### src/source/isaPkg.sv
`default_nettype none

package isaPkg;

    localparam int WORD_SIZE = 16;
    localparam int REG_COUNT = 4;
    localparam int REG_BITS = 2;

    localparam logic [3:0] OP_BNE = 4'd0;
    localparam logic [3:0] OP_BEQ = 4'd1;
    localparam logic [3:0] OP_ADI = 4'd4;
    localparam logic [3:0] OP_LHI = 4'd6;
    localparam logic [3:0] OP_LWD = 4'd7;
    localparam logic [3:0] OP_SWD = 4'd8;
    localparam logic [3:0] OP_JMP = 4'd9;
    localparam logic [3:0] OP_RTYPE = 4'd15;

    // func field, only meaningful under OP_RTYPE
    localparam logic [5:0] FUNC_ADD = 6'd0;
    localparam logic [5:0] FUNC_SUB = 6'd1;
    localparam logic [5:0] FUNC_AND = 6'd2;
    localparam logic [5:0] FUNC_ORR = 6'd3;
    localparam logic [5:0] FUNC_JPR = 6'd25;
    localparam logic [5:0] FUNC_WWD = 6'd28;
    localparam logic [5:0] FUNC_HLT = 6'd29;

    typedef struct packed {
        logic [3:0] opcode;
        logic [REG_BITS-1:0] rs;
        logic [REG_BITS-1:0] rt;
        logic [REG_BITS-1:0] rd;
        logic [5:0] func;
    } regForm_t;

    typedef struct packed {
        logic [3:0] opcode;
        logic [REG_BITS-1:0] rs;
        logic [REG_BITS-1:0] rt;
        logic [7:0] imm8;
    } immForm_t;

    typedef struct packed {
        logic [3:0] opcode;
        logic [11:0] target12;
    } jumpForm_t;

    // one fetched word, read through whichever form its opcode selects
    typedef union packed {
        regForm_t rType;
        immForm_t iType;
        jumpForm_t jType;
    } instr_u;

endpackage

`default_nettype wire

### src/source/ctrlPkg.sv
`default_nettype none

package ctrlPkg;

    // control vector bit positions
    localparam int CTRL_WIDTH = 11;
    localparam int C_REG_WRITE = 0;
    localparam int C_MEM_TO_REG = 1;
    localparam int C_MEM_READ = 2;
    localparam int C_MEM_WRITE = 3;
    localparam int C_IS_BRANCH = 4;
    localparam int C_BRANCH_EQ = 5;
    localparam int C_ALU_SRC = 6;
    localparam int C_IS_JUMPR = 7;
    localparam int C_WWD = 8;
    localparam int C_HLT = 9;
    localparam int C_LHI = 10;

    localparam int ALU_OP_BITS = 2;
    localparam logic [ALU_OP_BITS-1:0] ALU_ADD = 2'd0;
    localparam logic [ALU_OP_BITS-1:0] ALU_SUB = 2'd1;
    localparam logic [ALU_OP_BITS-1:0] ALU_AND = 2'd2;
    localparam logic [ALU_OP_BITS-1:0] ALU_ORR = 2'd3;

    // operand source in execute
    localparam int FWD_BITS = 2;
    localparam logic [FWD_BITS-1:0] FWD_NONE = 2'd0;
    localparam logic [FWD_BITS-1:0] FWD_MEM = 2'd1;
    localparam logic [FWD_BITS-1:0] FWD_WB = 2'd2;

endpackage

`default_nettype wire

### src/source/regFile.sv
`timescale 1ns/100ps
`default_nettype none

module regFile (
    input  logic Clk,
    input  logic rstN,
    input  logic [isaPkg::REG_BITS-1:0] rs,
    input  logic [isaPkg::REG_BITS-1:0] rt,
    output logic [isaPkg::WORD_SIZE-1:0] readData1,
    output logic [isaPkg::WORD_SIZE-1:0] readData2,
    input  logic [isaPkg::REG_BITS-1:0] writeIdx,
    input  logic [isaPkg::WORD_SIZE-1:0] writeData,
    input  logic writeEn
);

    logic [isaPkg::WORD_SIZE-1:0] regs [isaPkg::REG_COUNT];

    always_ff @(posedge Clk) begin
        if (!rstN) begin
            regs <= '{default: '0};
        end else if (writeEn) begin
            regs[writeIdx] <= writeData;
        end
    end

    // writeback lands in decode during the same cycle
    assign readData1 = (writeEn && writeIdx == rs) ? writeData : regs[rs];
    assign readData2 = (writeEn && writeIdx == rt) ? writeData : regs[rt];

    // once reset has been held for a cycle the pipeline is empty, so writeback stays idle
    noWriteInReset: assert property (@(posedge Clk) (!rstN && $past(!rstN)) |-> !writeEn)
        else $error("register write while reset is held");

endmodule

`default_nettype wire

### src/source/alu.sv
`timescale 1ns/100ps
`default_nettype none

module alu (
    input  logic [isaPkg::WORD_SIZE-1:0] a,
    input  logic [isaPkg::WORD_SIZE-1:0] b,
    input  logic [ctrlPkg::ALU_OP_BITS-1:0] aluOp,
    output logic [isaPkg::WORD_SIZE-1:0] result,
    output logic equal
);

    always_comb begin
        case (aluOp)
            ctrlPkg::ALU_ADD: begin
                result = a + b;
            end
            ctrlPkg::ALU_SUB: begin
                result = a - b;
            end
            ctrlPkg::ALU_AND: begin
                result = a & b;
            end
            ctrlPkg::ALU_ORR: begin
                result = a | b;
            end
            default: begin
                result = a + b;
            end
        endcase
    end

    // branch compare runs on the forwarded operands, independent of aluOp
    assign equal = (a == b);

endmodule

`default_nettype wire

### src/source/pipelineControl.sv
`timescale 1ns/100ps
`default_nettype none

module pipelineControl (
    input  isaPkg::instr_u instrId,
    input  logic validId,
    input  logic [isaPkg::REG_BITS-1:0] exRs,
    input  logic [isaPkg::REG_BITS-1:0] exRt,
    input  logic [isaPkg::REG_BITS-1:0] exRd,
    input  logic exMemRead,
    input  logic exValid,
    input  logic [isaPkg::REG_BITS-1:0] memRd,
    input  logic memRegWrite,
    input  logic [isaPkg::REG_BITS-1:0] wbRd,
    input  logic wbRegWrite,
    input  logic redirectEx,
    output logic [ctrlPkg::CTRL_WIDTH-1:0] ctrlId,
    output logic [isaPkg::REG_BITS-1:0] destId,
    output logic [ctrlPkg::ALU_OP_BITS-1:0] aluOpId,
    output logic [ctrlPkg::FWD_BITS-1:0] forwardA,
    output logic [ctrlPkg::FWD_BITS-1:0] forwardB,
    output logic stallId,
    output logic flushIf,
    output logic flushId,
    output logic jumpId
);

    logic useRs;
    logic useRt;

    function automatic logic [ctrlPkg::FWD_BITS-1:0] pickForward(
        input logic [isaPkg::REG_BITS-1:0] src,
        input logic [isaPkg::REG_BITS-1:0] memDst,
        input logic memWrites,
        input logic [isaPkg::REG_BITS-1:0] wbDst,
        input logic wbWrites
    );
        // younger result wins
        if (memWrites && memDst == src) begin
            return ctrlPkg::FWD_MEM;
        end
        if (wbWrites && wbDst == src) begin
            return ctrlPkg::FWD_WB;
        end
        return ctrlPkg::FWD_NONE;
    endfunction

    always_comb begin
        ctrlId = '0;
        aluOpId = ctrlPkg::ALU_ADD;
        destId = instrId.iType.rt;
        useRs = 1'b1;
        useRt = 1'b0;
        case (instrId.rType.opcode)
            isaPkg::OP_RTYPE: begin
                destId = instrId.rType.rd;
                useRt = 1'b1;
                ctrlId[ctrlPkg::C_REG_WRITE] = 1'b1;
                case (instrId.rType.func)
                    isaPkg::FUNC_ADD: aluOpId = ctrlPkg::ALU_ADD;
                    isaPkg::FUNC_SUB: aluOpId = ctrlPkg::ALU_SUB;
                    isaPkg::FUNC_AND: aluOpId = ctrlPkg::ALU_AND;
                    isaPkg::FUNC_ORR: aluOpId = ctrlPkg::ALU_ORR;
                    default: begin
                        // jpr, wwd, hlt: no register result, rt unused
                        useRt = 1'b0;
                        ctrlId[ctrlPkg::C_REG_WRITE] = 1'b0;
                        ctrlId[ctrlPkg::C_IS_JUMPR] = (instrId.rType.func == isaPkg::FUNC_JPR);
                        ctrlId[ctrlPkg::C_WWD] = (instrId.rType.func == isaPkg::FUNC_WWD);
                        ctrlId[ctrlPkg::C_HLT] = (instrId.rType.func == isaPkg::FUNC_HLT);
                        useRs = (instrId.rType.func != isaPkg::FUNC_HLT);
                    end
                endcase
            end
            isaPkg::OP_ADI: begin
                ctrlId[ctrlPkg::C_REG_WRITE] = 1'b1;
                ctrlId[ctrlPkg::C_ALU_SRC] = 1'b1;
            end
            isaPkg::OP_LHI: begin
                ctrlId[ctrlPkg::C_REG_WRITE] = 1'b1;
                ctrlId[ctrlPkg::C_LHI] = 1'b1;
                useRs = 1'b0;
            end
            isaPkg::OP_LWD: begin
                ctrlId[ctrlPkg::C_REG_WRITE] = 1'b1;
                ctrlId[ctrlPkg::C_MEM_TO_REG] = 1'b1;
                ctrlId[ctrlPkg::C_MEM_READ] = 1'b1;
                ctrlId[ctrlPkg::C_ALU_SRC] = 1'b1;
            end
            isaPkg::OP_SWD: begin
                ctrlId[ctrlPkg::C_MEM_WRITE] = 1'b1;
                ctrlId[ctrlPkg::C_ALU_SRC] = 1'b1;
                useRt = 1'b1;
            end
            isaPkg::OP_BNE, isaPkg::OP_BEQ: begin
                ctrlId[ctrlPkg::C_IS_BRANCH] = 1'b1;
                ctrlId[ctrlPkg::C_BRANCH_EQ] = (instrId.iType.opcode == isaPkg::OP_BEQ);
                useRt = 1'b1;
            end
            default: begin
                // jmp and unknown opcodes read nothing
                useRs = 1'b0;
            end
        endcase
    end

    // load in execute feeding a source still in decode
    assign stallId = validId && exValid && exMemRead
        && ((useRs && exRd == instrId.rType.rs) || (useRt && exRd == instrId.rType.rt));

    assign forwardA = pickForward(exRs, memRd, memRegWrite, wbRd, wbRegWrite);
    assign forwardB = pickForward(exRt, memRd, memRegWrite, wbRd, wbRegWrite);

    assign jumpId = validId && (instrId.jType.opcode == isaPkg::OP_JMP);
    assign flushId = redirectEx;
    assign flushIf = redirectEx || jumpId;

endmodule

`default_nettype wire

### src/source/pipeDatapath.sv
`timescale 1ns/100ps
`default_nettype none

module pipeDatapath (
    input  logic Clk,
    input  logic rstN,
    output logic [isaPkg::WORD_SIZE-1:0] instAddr,
    input  logic [isaPkg::WORD_SIZE-1:0] instData,
    output logic [isaPkg::WORD_SIZE-1:0] dataAddr,
    output logic dataRead,
    output logic dataWrite,
    output logic [isaPkg::WORD_SIZE-1:0] dataWData,
    input  logic [isaPkg::WORD_SIZE-1:0] dataRData,
    output logic halted,
    output logic [isaPkg::WORD_SIZE-1:0] outputPort,
    output logic outputStrobe,
    output logic [isaPkg::WORD_SIZE-1:0] numInst,
    output isaPkg::instr_u instrId,
    output logic validId,
    input  logic [ctrlPkg::CTRL_WIDTH-1:0] ctrlId,
    input  logic [isaPkg::REG_BITS-1:0] destId,
    input  logic [ctrlPkg::ALU_OP_BITS-1:0] aluOpId,
    input  logic [ctrlPkg::FWD_BITS-1:0] forwardA,
    input  logic [ctrlPkg::FWD_BITS-1:0] forwardB,
    input  logic stallId, flushIf, flushId, jumpId,
    output logic redirectEx,
    output logic [isaPkg::REG_BITS-1:0] exRs, exRt, exRd,
    output logic exMemRead,
    output logic exValid,
    output logic [isaPkg::REG_BITS-1:0] memRd,
    output logic memRegWrite,
    output logic [isaPkg::REG_BITS-1:0] wbRd,
    output logic wbRegWrite,
    input  logic [isaPkg::WORD_SIZE-1:0] readData1, readData2,
    output logic [isaPkg::REG_BITS-1:0] regWriteIdx,
    output logic [isaPkg::WORD_SIZE-1:0] regWriteData,
    output logic regWriteEn,
    output logic [isaPkg::WORD_SIZE-1:0] aluA, aluB,
    output logic [ctrlPkg::ALU_OP_BITS-1:0] aluOp,
    input  logic [isaPkg::WORD_SIZE-1:0] aluResult,
    input  logic aluEqual
);

    logic [isaPkg::WORD_SIZE-1:0] pc, pcPlusOne, nextPc, redirectTarget, ifIdPc;
    logic [isaPkg::WORD_SIZE-1:0] idExData1, idExData2, idExImm, idExPc;
    logic [isaPkg::WORD_SIZE-1:0] fwdB, exResult, exMemResult, exMemStore, memWbData;
    logic [ctrlPkg::CTRL_WIDTH-1:0] idExCtrl, exMemCtrl, memWbCtrl;
    logic exMemValid, memWbValid, haltPending, killId;

    function automatic logic [isaPkg::WORD_SIZE-1:0] pickOperand(
        input logic [ctrlPkg::FWD_BITS-1:0] sel,
        input logic [isaPkg::WORD_SIZE-1:0] regVal,
        input logic [isaPkg::WORD_SIZE-1:0] memVal,
        input logic [isaPkg::WORD_SIZE-1:0] wbVal
    );
        if (sel == ctrlPkg::FWD_MEM) begin
            return memVal;
        end
        if (sel == ctrlPkg::FWD_WB) begin
            return wbVal;
        end
        return regVal;
    endfunction

    // hlt past decode is certain, so everything younger is dropped and fetch freezes
    assign haltPending = idExCtrl[ctrlPkg::C_HLT] || exMemCtrl[ctrlPkg::C_HLT]
        || memWbCtrl[ctrlPkg::C_HLT] || halted;
    assign killId = stallId || flushId || haltPending || !validId;

    assign instAddr = pc;
    assign pcPlusOne = pc + 1'b1;
    always_comb begin
        if (stallId || haltPending) begin
            nextPc = pc;
        end else if (redirectEx) begin
            nextPc = redirectTarget;
        end else if (jumpId) begin
            nextPc = {ifIdPc[isaPkg::WORD_SIZE-1:12], instrId.jType.target12};
        end else begin
            nextPc = pcPlusOne;
        end
    end

    // execute
    assign aluA = pickOperand(forwardA, idExData1, exMemResult, memWbData);
    assign fwdB = pickOperand(forwardB, idExData2, exMemResult, memWbData);
    assign aluB = idExCtrl[ctrlPkg::C_ALU_SRC] ? idExImm
        : (idExCtrl[ctrlPkg::C_WWD] ? '0 : fwdB);
    assign exResult = idExCtrl[ctrlPkg::C_LHI] ? {idExImm[7:0], 8'h00} : aluResult;
    assign redirectEx = exValid && (idExCtrl[ctrlPkg::C_IS_JUMPR]
        || (idExCtrl[ctrlPkg::C_IS_BRANCH] && aluEqual == idExCtrl[ctrlPkg::C_BRANCH_EQ]));
    assign redirectTarget = idExCtrl[ctrlPkg::C_IS_JUMPR] ? aluA : idExPc + idExImm;
    assign exMemRead = idExCtrl[ctrlPkg::C_MEM_READ];

    // memory and writeback
    assign dataAddr = exMemResult;
    assign dataRead = exMemCtrl[ctrlPkg::C_MEM_READ];
    assign dataWrite = exMemCtrl[ctrlPkg::C_MEM_WRITE];
    assign dataWData = exMemStore;
    assign memRegWrite = exMemCtrl[ctrlPkg::C_REG_WRITE];
    assign regWriteData = memWbData;
    assign regWriteEn = memWbCtrl[ctrlPkg::C_REG_WRITE];
    assign wbRd = regWriteIdx;
    assign wbRegWrite = regWriteEn;

    always_ff @(posedge Clk) begin
        if (!rstN) begin
            pc <= '0;
            validId <= 1'b0;
            exValid <= 1'b0;
            idExCtrl <= '0;
            exMemValid <= 1'b0;
            exMemCtrl <= '0;
            memWbValid <= 1'b0;
            memWbCtrl <= '0;
        end else begin
            pc <= nextPc;
            if (flushIf || haltPending) begin
                validId <= 1'b0;
            end else if (!stallId) begin
                validId <= 1'b1;
            end
            exValid <= !killId;
            idExCtrl <= killId ? '0 : ctrlId;
            exMemValid <= exValid;
            exMemCtrl <= idExCtrl;
            memWbValid <= exMemValid;
            memWbCtrl <= exMemCtrl;
        end
    end

    always_ff @(posedge Clk) begin
        if (!stallId) begin
            instrId <= instData;
            ifIdPc <= pcPlusOne;
        end
        exRs <= instrId.rType.rs;
        exRt <= instrId.rType.rt;
        exRd <= destId;
        aluOp <= aluOpId;
        idExData1 <= readData1;
        idExData2 <= readData2;
        idExImm <= {{(isaPkg::WORD_SIZE-8){instrId.iType.imm8[7]}}, instrId.iType.imm8};
        idExPc <= ifIdPc;
        exMemResult <= exResult;
        exMemStore <= fwdB;
        memRd <= exRd;
        memWbData <= exMemCtrl[ctrlPkg::C_MEM_TO_REG] ? dataRData : exMemResult;
        regWriteIdx <= memRd;
    end

    // strobe and port load as the wwd enters writeback
    always_ff @(posedge Clk) begin
        if (!rstN) begin
            numInst <= '0;
            halted <= 1'b0;
            outputPort <= '0;
            outputStrobe <= 1'b0;
        end else begin
            outputStrobe <= exMemCtrl[ctrlPkg::C_WWD];
            if (exMemCtrl[ctrlPkg::C_WWD]) begin
                outputPort <= exMemResult;
            end
            if (memWbValid) begin
                numInst <= numInst + 1'b1;
            end
            if (memWbCtrl[ctrlPkg::C_HLT]) begin
                halted <= 1'b1;
            end
        end
    end

    memPortExclusive: assert property (@(posedge Clk) disable iff (!rstN)
        !(dataRead && dataWrite))
        else $error("data memory read and write in the same cycle");

    quietAfterHalt: assert property (@(posedge Clk) disable iff (!rstN)
        halted |-> (!outputStrobe && !dataWrite))
        else $error("activity after halt");

endmodule

`default_nettype wire

### src/source/cpuTop.sv
`timescale 1ns/100ps
`default_nettype none

module cpuTop (
    input  logic Clk,
    input  logic rstN,
    output logic [isaPkg::WORD_SIZE-1:0] instAddr,
    input  logic [isaPkg::WORD_SIZE-1:0] instData,
    output logic [isaPkg::WORD_SIZE-1:0] dataAddr,
    output logic dataRead,
    output logic dataWrite,
    output logic [isaPkg::WORD_SIZE-1:0] dataWData,
    input  logic [isaPkg::WORD_SIZE-1:0] dataRData,
    output logic halted,
    output logic [isaPkg::WORD_SIZE-1:0] outputPort,
    output logic outputStrobe,
    output logic [isaPkg::WORD_SIZE-1:0] numInst
);

    isaPkg::instr_u instrId;
    logic validId, stallId, flushIf, flushId, jumpId, redirectEx;
    logic [ctrlPkg::CTRL_WIDTH-1:0] ctrlId;
    logic [ctrlPkg::ALU_OP_BITS-1:0] aluOpId, aluOp;
    logic [ctrlPkg::FWD_BITS-1:0] forwardA, forwardB;
    logic [isaPkg::REG_BITS-1:0] destId, exRs, exRt, exRd, memRd, wbRd, regWriteIdx;
    logic exMemRead, exValid, memRegWrite, wbRegWrite, regWriteEn, aluEqual;
    logic [isaPkg::WORD_SIZE-1:0] readData1, readData2, regWriteData;
    logic [isaPkg::WORD_SIZE-1:0] aluA, aluB, aluResult;

    pipelineControl control0 (.*);

    pipeDatapath datapath0 (.*);

    regFile regFile0 (
        .Clk,
        .rstN,
        .rs(instrId.rType.rs),
        .rt(instrId.rType.rt),
        .readData1,
        .readData2,
        .writeIdx(regWriteIdx),
        .writeData(regWriteData),
        .writeEn(regWriteEn)
    );

    alu alu0 (
        .a(aluA),
        .b(aluB),
        .aluOp,
        .result(aluResult),
        .equal(aluEqual)
    );

endmodule

`default_nettype wire

### config.mk
export PLATFORM = sky130hd
export DESIGN_NAME = cpuTop
export DESIGN_NICKNAME = d
export VERILOG_FILES = /design/src/source/isaPkg.sv /design/src/source/ctrlPkg.sv /design/src/source/regFile.sv /design/src/source/alu.sv /design/src/source/pipelineControl.sv /design/src/source/pipeDatapath.sv /design/src/source/cpuTop.sv
export SDC_FILE = /design/constraint.sdc
export NUM_CORES = 1
export LEC_CHECK = 0
export ABC_AREA = 1
export BUFFER_PORTS_ARGS = -buffer_cell sky130_fd_sc_hd__buf_2
export CORE_MARGIN = 2
export CORE_UTILIZATION = 55
export CTS_CLUSTER_SIZE = 10
export DETAILED_ROUTE_END_ITERATION = 16
export PLACE_DENSITY = 0.77
export SLEW_MARGIN = 20
export SYNTH_ARGS = -nofsm -noshare
export SYNTH_HDL_FRONTEND = slang
export SYNTH_SLANG_ARGS = --single-unit
### constraint.sdc
create_clock -name Clk -period 3.2 [get_ports Clk]
set_clock_uncertainty 0.1 [all_clocks]
set_input_delay 0 -clock Clk [delete_from_list [all_inputs] [get_ports Clk]]
set_output_delay 0 -clock Clk [all_outputs]
set_load 0.03 [all_outputs]
==> parameters.txt, run 1 <==
Parameter                              Value

Setup path
  Startpoint types    flip-flop
  Worst R2R Setup Slack    -90 ps
  Critical setup path kind    reg -> reg
  Depth of the most critical reg-to-reg path    21
  Worst reg2reg startpoint    datapath0.exRt[1]
  R2r endpoint    datapath0.instAddr[6]
  Series of cell instances along the critical path    xnor2_2 -> nand4_1 -> buf_4 -> nand2_4 -> buf_8 -> buf_4 -> o21bai_4 -> o21ai_2 -> ha_4 -> nor2_4 -> nand2_2 -> nor2_4 -> nand2_2 -> nand2_2 -> nand3_4 -> a21oi_4 -> buf_12 -> nand2_4 -> nor2_4 -> nor2_1 -> nor2_1
  Maximum single-stage delay on the critical path    between 300 and 400 ps
  Number of buffer and inverter stages on the critical path    4
  Required time of the critical path    around 3600 ps
  Cell type group with the largest total delay on the critical path    simple AND/OR/NAND/NOR gates
  Signal arrival time at the worst endpoint    roughly 3600 ps
  Maximum net fanout on the critical path    7
  Cell with the biggest individual delay on the critical path    dfxtp_2
  Critical path capture point type    flip-flop

Layout
  Finished Layout Cells    roughly 2800
  Finished Core Util    about 72%
  Share of cells above drive strength 1    23.2%
  Count of antenna diodes in the layout    0
  Signed area change from the synthesized netlist to the final layout    30.1%
  Final #Nets    between 2000 and 3000
  Post-route design area    approximately 19000 um2

STA
  Maximum achievable frequency    0.304 GHz
  Slew at the pin with the worst max-slew slack    between 1000 and 1500 ps
  Max-slew headroom at the worst pin    between 30 and 40%
  Final Cycle Share    103%
  Final critical delay including setup and external delays    between 3000 and 4000 ps
  Worst-case setup margin in the final layout    -92.9 ps
  Setup violations, final    24
  Final Max Slew Viols    0
  RSZ-0062 raised after global routing    true
  Final hold violation count    0
  Total negative setup slack    -735 ps
  Worst hold slack after final layout    around 90 ps

Detailed routing
  DR WL met2    about 24000 um
  Post-route antenna net violation count    0
  First-iteration detailed-routing DRC count    around 1700
  Routed length on met3    ~4400 um
  Residual DRC    0
  Top sig layer    met4
  Ratio of routed vias to standard cells    about 5.7
  Detailed-router iteration count before antenna repair    6
  Total Routed Length    52500 um
  Count of vias placed by the detailed router    15800
  Wire length the detailed router placed on met1    around 21000 um
  Average routed wire per standard cell    around 19 um

Yosys
  Total number of yosys warnings    0
  Gate count of the mapped netlist    2112
  Fraction of the yosys area taken by sequential cells    between 40% and 50%
  Number of synthesized register bits    283
  Top-area cell type share of the netlist area    approximately a third
  Area leader, netlist    dfxtp_1
  Distinct cell type count of the synthesized netlist    47
  Mapped Nets    between 2000 and 2500
  Combined area of all synthesized cells    approximately 15000 um2
  Most used flip-flop cell after synthesis    dfxtp_1
  Top post-synthesis cells by area    dfxtp_1 34%, nand2_1 12%, inv_1 7.0%, o21ai_0 6.4%, edfxtp_1 6.4%
  Average cell area after synthesis    just over 7 um2
  Post-synthesis async set-or-reset flop share    0%
  Number of flops mapped to enable cells by yosys    32

Floorplanning
  IO Count    about 120
  Chip Width    169 um
  Initial Utilization    approximately 56%
  Row count    60
  Total Die Area    28500 um2
  Placeable core area    between 20000 and 30000 um2
  Die Y    169 um

Clocking
  Count of clock tree sinks    between 200 and 300
  Clock tree buffer depth    3
  Latest clock arrival within the worst-skew pair    530 ps
  Cell at the root of the clock tree    clkbuf_16
  H-tree levels    2
  Clock tree from TritonCTS    done
  Clock-pin slew reported for the worst setup and hold paths after clock tree synthesis    60 ps
  Cts bufs inserted    35

Global routing
  GRT overflow    0
  Maximum number of pins on one net before global-route repair    113
  First-pass GRT wire length    approximately 80000 um
  Gr usage total    a little over a third
  Vias in the first global route    15100
  Initial antenna violation count    0

Pwr
  Portion of total power attributed to sequential cells    40.6%
  Overall Power    between 9 and 10 mW
  Combinational share of power    between 20% and 30%
  IR Drop Worst-Case VDD    about 0.36 mV
  Switching fraction of total power    roughly 31%
  Power per Cell Area    between 500 and 600 nW/um2
  Internal power    a little under 7 mW
  Switching power    3.03 mW
  Leakage    approximately 9.2 nW
  Clock network fraction of total power    38.1%

Placement
  Half-perimeter wire length after placement    between 30000 and 40000 um
  Placement Cell Area    16800 um2
  Final Wtd Congestion    between 1 and 1.5
  # port buffers    117
  Post-Place Worst Slack    -291 ps
  Placed Cells incl. Taps    2632

Worst hold path
  Worst hold path type    in -> reg
  WHS Path Cells    2
  End point of the most critical hold path    datapath0.instrId[14]
  HP Start    instData[14]

Status
  Result of the run    finished, violations left
  Violations in the final reports    negative setup slack

Run
  Count of maximum capacitance violations    0
==> worst max path at each step <==
stage                                  start               endpoint  slack (ps)  cells after the start
floorplan           datapath0.regWriteIdx[0]  datapath0.instAddr[3]         110                     24
global placement          datapath0.memRd[0]  datapath0.dataAddr[9]        -230                     19
detailed placement        datapath0.memRd[0]  datapath0.dataAddr[9]        -290                     19
CTS                 datapath0.regWriteIdx[1]  datapath0.idExCtrl[5]         -90                     21
global route               datapath0.exRt[0]  datapath0.instAddr[6]        -240                     23
finish                     datapath0.exRt[1]  datapath0.instAddr[6]         -90                     21
==> area by class of cell <==
type                    count  area [um2]
well taps                 341         427
clock inverters             5         119
multi-input cells        1446        8360
clock buffers              46         927
flip-flops and latches    283        6000
fillers                  2065        7370
repair buffers            349        2530
inverters                 284        1070
==> sequential cells by signal, indices dropped and copies added (netlist names), 5 cells and up <==
register,count
regFile0.regs,64
datapath0.dataAddr,16
datapath0.dataWData,16
datapath0.idExData1,16
datapath0.idExData2,16
datapath0.idExPc,16
datapath0.ifIdPc,16
datapath0.instAddr,16
datapath0.instrId,16
datapath0.numInst,16
datapath0.outputPort,16
datapath0.regWriteData,16
datapath0.idExCtrl,10
datapath0.idExImm,8
datapath0.exMemCtrl,5
==> kinds of logic (layout without fill, tap and decap cells) <==
kind of cell               after synthesis  after routing  share of synthesized area, %
DFF                                    283            283                          40.1
adders and majority gates               67             67                          5.76
buffers and inverters                  385            684                          10.1
AOI/OAI and AO/OA                      505            505                          18.6
xor gates and xnor gates                24             24                          1.41
and+or+nand+nor                        848            850                          24.0
==> per-layer routing <==
layer | vias to the layer above | GRT usage [%]
met1 | 7267 | 45.1
met4 | 0 | 19.0
li1 | 7505 | -
met3 | 192 | 5.35
met5 | - | 0
met2 | 859 | 59.8
==> cell usage after synthesis (2+ instances only) <==
| library cell | count |
|---|---|
| nor4_1 | 2 |
| edfxtp_1 | 32 |
| o21ai_1 | 12 |
| nand2_2 | 5 |
| nand3b_1 | 3 |
| o21ai_0 | 192 |
| inv_1 | 277 |
| a211oi_2 | 2 |
| buf_4 | 6 |
| nor3_1 | 23 |
| o211ai_1 | 39 |
| o221ai_1 | 3 |
| a221oi_1 | 3 |
| dfxtp_1 | 251 |
| nand3_1 | 128 |
| nor2_2 | 4 |
| a31oi_1 | 33 |
| nand2_4 | 2 |
| nand2_1 | 469 |
| xor2_1 | 16 |
| inv_2 | 5 |
| xnor2_1 | 8 |
| a211oi_1 | 7 |
| nand4_1 | 24 |
| nor2_4 | 5 |
| ha_1 | 64 |
| and2_1 | 5 |
| o21bai_1 | 8 |
| buf_1 | 2 |
| clkinv_1 | 2 |
| o21a_1 | 5 |
| nand3_2 | 2 |
| a21oi_1 | 190 |
| buf_6 | 2 |
| o22ai_1 | 6 |
| or2_2 | 4 |
| clkbuf_1 | 71 |
| nor2_1 | 166 |
| fa_1 | 3 |
| and3_1 | 4 |
| nor4_2 | 2 |
| buf_2 | 20 |
==> power groups by stage <==
| stage | sequential (mW) | clock, mW | combinational (mW) |
|---|---|---|---|
| floorplan | 4.11 | 0 | 0.885 |
| global placement | 4.06 | 0 | 1.74 |
| detailed placement | 4.06 | 0 | 1.76 |
| CTS | 3.99 | 3.80 | 1.89 |
| global route | 4.02 | 3.93 | 2.26 |
| finish | 4.01 | 3.77 | 2.11 |
==> placed cells by master, fill, tap and decap left out, types with 31 or more instances in the layout <==
| master | count |
|---|---|
| clkbuf_16 | 36 |
| nor2_1 | 140 |
| ha_1 | 52 |
| inv_1 | 266 |
| edfxtp_1 | 32 |
| nand3_1 | 109 |
| a21oi_2 | 31 |
| o21ai_0 | 167 |
| a31oi_1 | 33 |
| dlygate4sd3_1 | 33 |
| a21oi_1 | 157 |
| buf_2 | 117 |
| nand2_1 | 443 |
| dfxtp_1 | 247 |
| buf_4 | 181 |
| o211ai_1 | 39 |
==> worst reg2reg max path, cell delays in order (launching register included) <==
cell and delay (ps):
dfxtp_2 340, xnor2_2 150, nand4_1 200, buf_4 220
nand2_4 100, buf_8 140, buf_4 120, o21bai_4 60
o21ai_2 210, ha_4 250, nor2_4 130, nand2_2 90
nor2_4 150, nand2_2 70, nand2_2 80, nand3_4 130
a21oi_4 210, buf_12 180, nand2_4 60, nor2_4 110
nor2_1 50, nor2_1 90
==> timing repair <==
| item | CTS | global route |
|---|---|---|
| cloned | 3 | 1 |
| pin swaps | 25 | 69 |
| hold buffers | 33 | 0 |
| resized for setup | 100 | 152 |
| setup endpoints to repair | 40 | 42 |
| hold endpoints to repair | 124 | 0 |
| setup buffers | 18 | 18 |
No activity file was read; power rests on OpenSTA's default activity.
==> inputs of run 2 (changes only) <==
- CORE_UTILIZATION: 55 -> 57
- CTS_BUF_LIST: default -> sky130_fd_sc_hd__clkbuf_4 sky130_fd_sc_hd__clkbuf_8
- PLACE_DENSITY: 0.77 -> 0.79
==> run 2 against run 1 <==
Compared with the run above:
- the run still ends with negative setup slack left
- combinational power decreased by 4%
- die area decreased by 3.4%
- register-to-register slack improved by 50 ps
- clock power decreased by 1%
- sequential share of layout area increased by 0.38 points
- highest routed layer unchanged
==> parameters.txt, run 2 (same netlist as run 1, synthesis figures left out) <==
Parameter                              Value

Detailed routing
  Residual DRC    0 (unchanged)
  Post-route antenna net violation count    0 (unchanged)
  First-iteration detailed-routing DRC count    1608 (was 1721)
  Total Routed Length    52200 um (was 52500 um)
  Detailed-router iteration count before antenna repair    5 (was 6)
  Count of vias placed by the detailed router    15700 (was 15800)
  Ratio of routed vias to standard cells    5.72 (was 5.75)
  Average routed wire per standard cell    18.9 um (was 19.0 um)

STA
  Final Max Slew Viols    0 (unchanged)
  Maximum achievable frequency    0.309 GHz (was 0.304 GHz)
  Final hold violation count    0 (unchanged)
  Slew at the pin with the worst max-slew slack    900 ps (was 1010 ps)
  Setup violations, final    14 (was 24)
  RSZ-0062 raised after global routing    true (unchanged)
  Final Cycle Share    101% (was 103%)
  Final critical delay including setup and external delays    3240 ps (was 3290 ps)
  Max-slew headroom at the worst pin    39.9% (was 32.5%)
  Worst-case setup margin in the final layout    -41.4 ps (was -92.9 ps)
  Total negative setup slack    -331 ps (was -735 ps)

Pwr
  Combinational share of power    20.8% (was 21.3%)
  Internal power    6.70 mW (was 6.85 mW)
  Power per Cell Area    510 nW/um2 (was 509 nW/um2)
  Portion of total power attributed to sequential cells    41.1% (was 40.6%)
  Leakage    9.10 nW (was 9.22 nW)
  Clock network fraction of total power    38.1% (about the same)
  IR Drop Worst-Case VDD    0.443 mV (was 0.358 mV)
  Switching fraction of total power    31.4% (was 30.7%)
  Switching power    3.08 mW (was 3.03 mW)

Floorplanning
  IO Count    118 (unchanged)
  Initial Utilization    57.6% (was 55.7%)
  Placeable core area    25900 um2 (was 26800 um2)
  Chip Width    166 um (was 169 um)
  Die Y    166 um (was 169 um)
  Row count    59 (was 60)
  Total Die Area    27500 um2 (was 28500 um2)

Clocking
  Clock tree from TritonCTS    done (unchanged)
  Cell at the root of the clock tree    clkbuf_8 (was clkbuf_16)
  Count of clock tree sinks    283 (unchanged)
  Clock-pin slew reported for the worst setup and hold paths after clock tree synthesis    70 ps (was 60 ps)
  Cts bufs inserted    46 (was 35)
  H-tree levels    2 (unchanged)
  Latest clock arrival within the worst-skew pair    600 ps (was 530 ps)
  Clock tree buffer depth    3 (unchanged)

Setup path
  Critical path capture point type    flip-flop (unchanged)
  Startpoint types    flip-flop (unchanged)
  Timing startpoint of the critical path    datapath0.exRt[0] (was datapath0.exRt[1])
  Worst reg2reg startpoint    datapath0.exRt[0] (was datapath0.exRt[1])
  Maximum net fanout on the critical path    8 (was 7)
  Critical setup path kind    reg -> reg (unchanged)
  Required time of the critical path    3620 ps (was 3550 ps)
  Signal arrival time at the worst endpoint    3660 ps (was 3640 ps)

Run
  Count of maximum capacitance violations    0 (unchanged)

Layout
  Most common cell after layout, fill and taps aside    nand2_1 (unchanged)
  Register bank with the most flops    regFile0.regs (unchanged)
  Register area    5990 um2 (was 6000 um2)
  Number of flip-flops under the largest register name    64 (unchanged)
  Share of cells above drive strength 1    23.5% (was 23.2%)
  Multi-input combinational cell area    8250 um2 (was 8360 um2)
  Final #Nets    2481 (was 2500)
  Finished Layout Cells    2754 (unchanged)
  Layout fillers    1901 (was 2065)
  Signed area change from the synthesized netlist to the final layout    28.5% (was 30.1%)
  Commonest non-fill, non-tap cells in the layout    437 x nand2_1, 263 x inv_1, 244 x dfxtp_1 (was 443 x nand2_1, 266 x inv_1, 247 x dfxtp_1)

Global routing
  Gr usage total    36.3% (was 35.9%)
  Vias in the first global route    15100 (about the same)
  GRT overflow    0 (unchanged)
  First-pass GRT wire length    80000 um (was 80200 um)
  Initial antenna violation count    1 (was 0)
  Maximum number of pins on one net before global-route repair    77 (was 113)

Status
  Result of the run    finished, violations left (unchanged)
  Violations in the final reports    negative setup slack (unchanged)

Placement
  Half-perimeter wire length after placement    35500 um (was 36100 um)
  Post-Place Worst Slack    -190 ps (was -291 ps)
  Final Wtd Congestion    1.00 (was 1.05)
  Placed Cells incl. Taps    2589 (was 2632)
  # port buffers    117 (unchanged)

Worst hold path
  HP Start    instData[8] (was instData[14])
  Worst hold path type    in -> reg (unchanged)
-- run 2: cell types whose count changed in the layout (fill, tap and decap cells not counted), sizes merged, moves of 3 or more --
cell         previous run  this run
dlygate4sd3            33        43
buf                   315       275
clkinv                  2        11
clkinvlp                0         3
clkbuf                 47        68
bufinv                  3         6
-- run 2: area by class of cell --
class | instances | area share [%]
diodes | 1 | 0.0130
clock buffers | 66 | 4.24
clock inverters | 20 | 1.43
inverters | 284 | 5.57
multi-input cells | 1445 | 43.0
flip-flops and latches | 283 | 31.2
well taps | 335 | 2.18
repair buffers | 320 | 12.3
-- run 2: power by group through the flow --
stage | clock network (mW) | logic [mW] | registers (mW)
2_1_floorplan | 0 | 0.885 | 4.11
3_3_place_gp | 0 | 1.67 | 4.08
3_5_place_dp | 0 | 1.68 | 4.07
4_1_cts | 3.72 | 1.79 | 4.00
5_1_grt | 3.90 | 2.18 | 4.03
6_report | 3.72 | 2.03 | 4.02
-- run 2: metal layers --
layer	global-route usage [%]	up-vias	wire [um]
met1	44.2	7229	20400
met3	6.17	211	4250
met2	61.6	837	24500
li1	-	7466	-
met4	19.1	0	3050
met5	0	-	0
-- run 2: through the flow --
step | instance area, um2 | power, mW | util, % | hold WS [ps]
2_1_floorplan | 14900 | 5.00 | - | -1.13
4_1_cts | 18400 | 9.52 | 71.0 | 0.134
3_5_place_dp | 16500 | 5.76 | 63.7 | 79.0
5_1_grt | 19200 | 10.1 | 74.0 | 14.2
3_3_place_gp | 16500 | 5.75 | 63.7 | 76.9
6_report | 19200 | 9.78 | 74.1 | 29.2
-- run 2: critical path, stage by stage (launching register included) --
cell and delay [ps]:
dfxtp_2 340, inv_2 60, nor2_1 40, nor2_1 140, nand2_2 110, inv_2 100, nor2_4 40, buf_6 140
buf_8 140, buf_6 110, a211oi_4 230, a21oi_2 110, inv_2 80, ha_4 200, nor2_2 90, nand2_1 70
nor2_2 130, buf_4 120, nand3_2 80, nand3_4 110, nand2_4 60, nand2_4 90, nand3_4 80, nor2_4 210
nand2_2 90, nor2_2 110
-- run 2: path summary, 6_finish.rpt --
path / end / slack, ps / depth (start not counted)
setup / recovery: datapath0.idExCtrl[5] / -40 / 25
hold / removal: datapath0.instrId[8] / 30 / 2
setup reg to reg: datapath0.idExCtrl[5] / -40 / 25
hold reg to reg: datapath0.idExPc[6] / 240 / 0
-- run 2: timing repair --
item / 4_1_cts / 5_1_grt
resized for setup: 64 / 181
buffers inserted: 15 / 17
hold buffers: 43 / 0
endpoints found under the setup margin: 35 / 40
endpoints found under the hold margin: 64 / 0
gates cloned: 1 / 2
pin swaps: 34 / 68
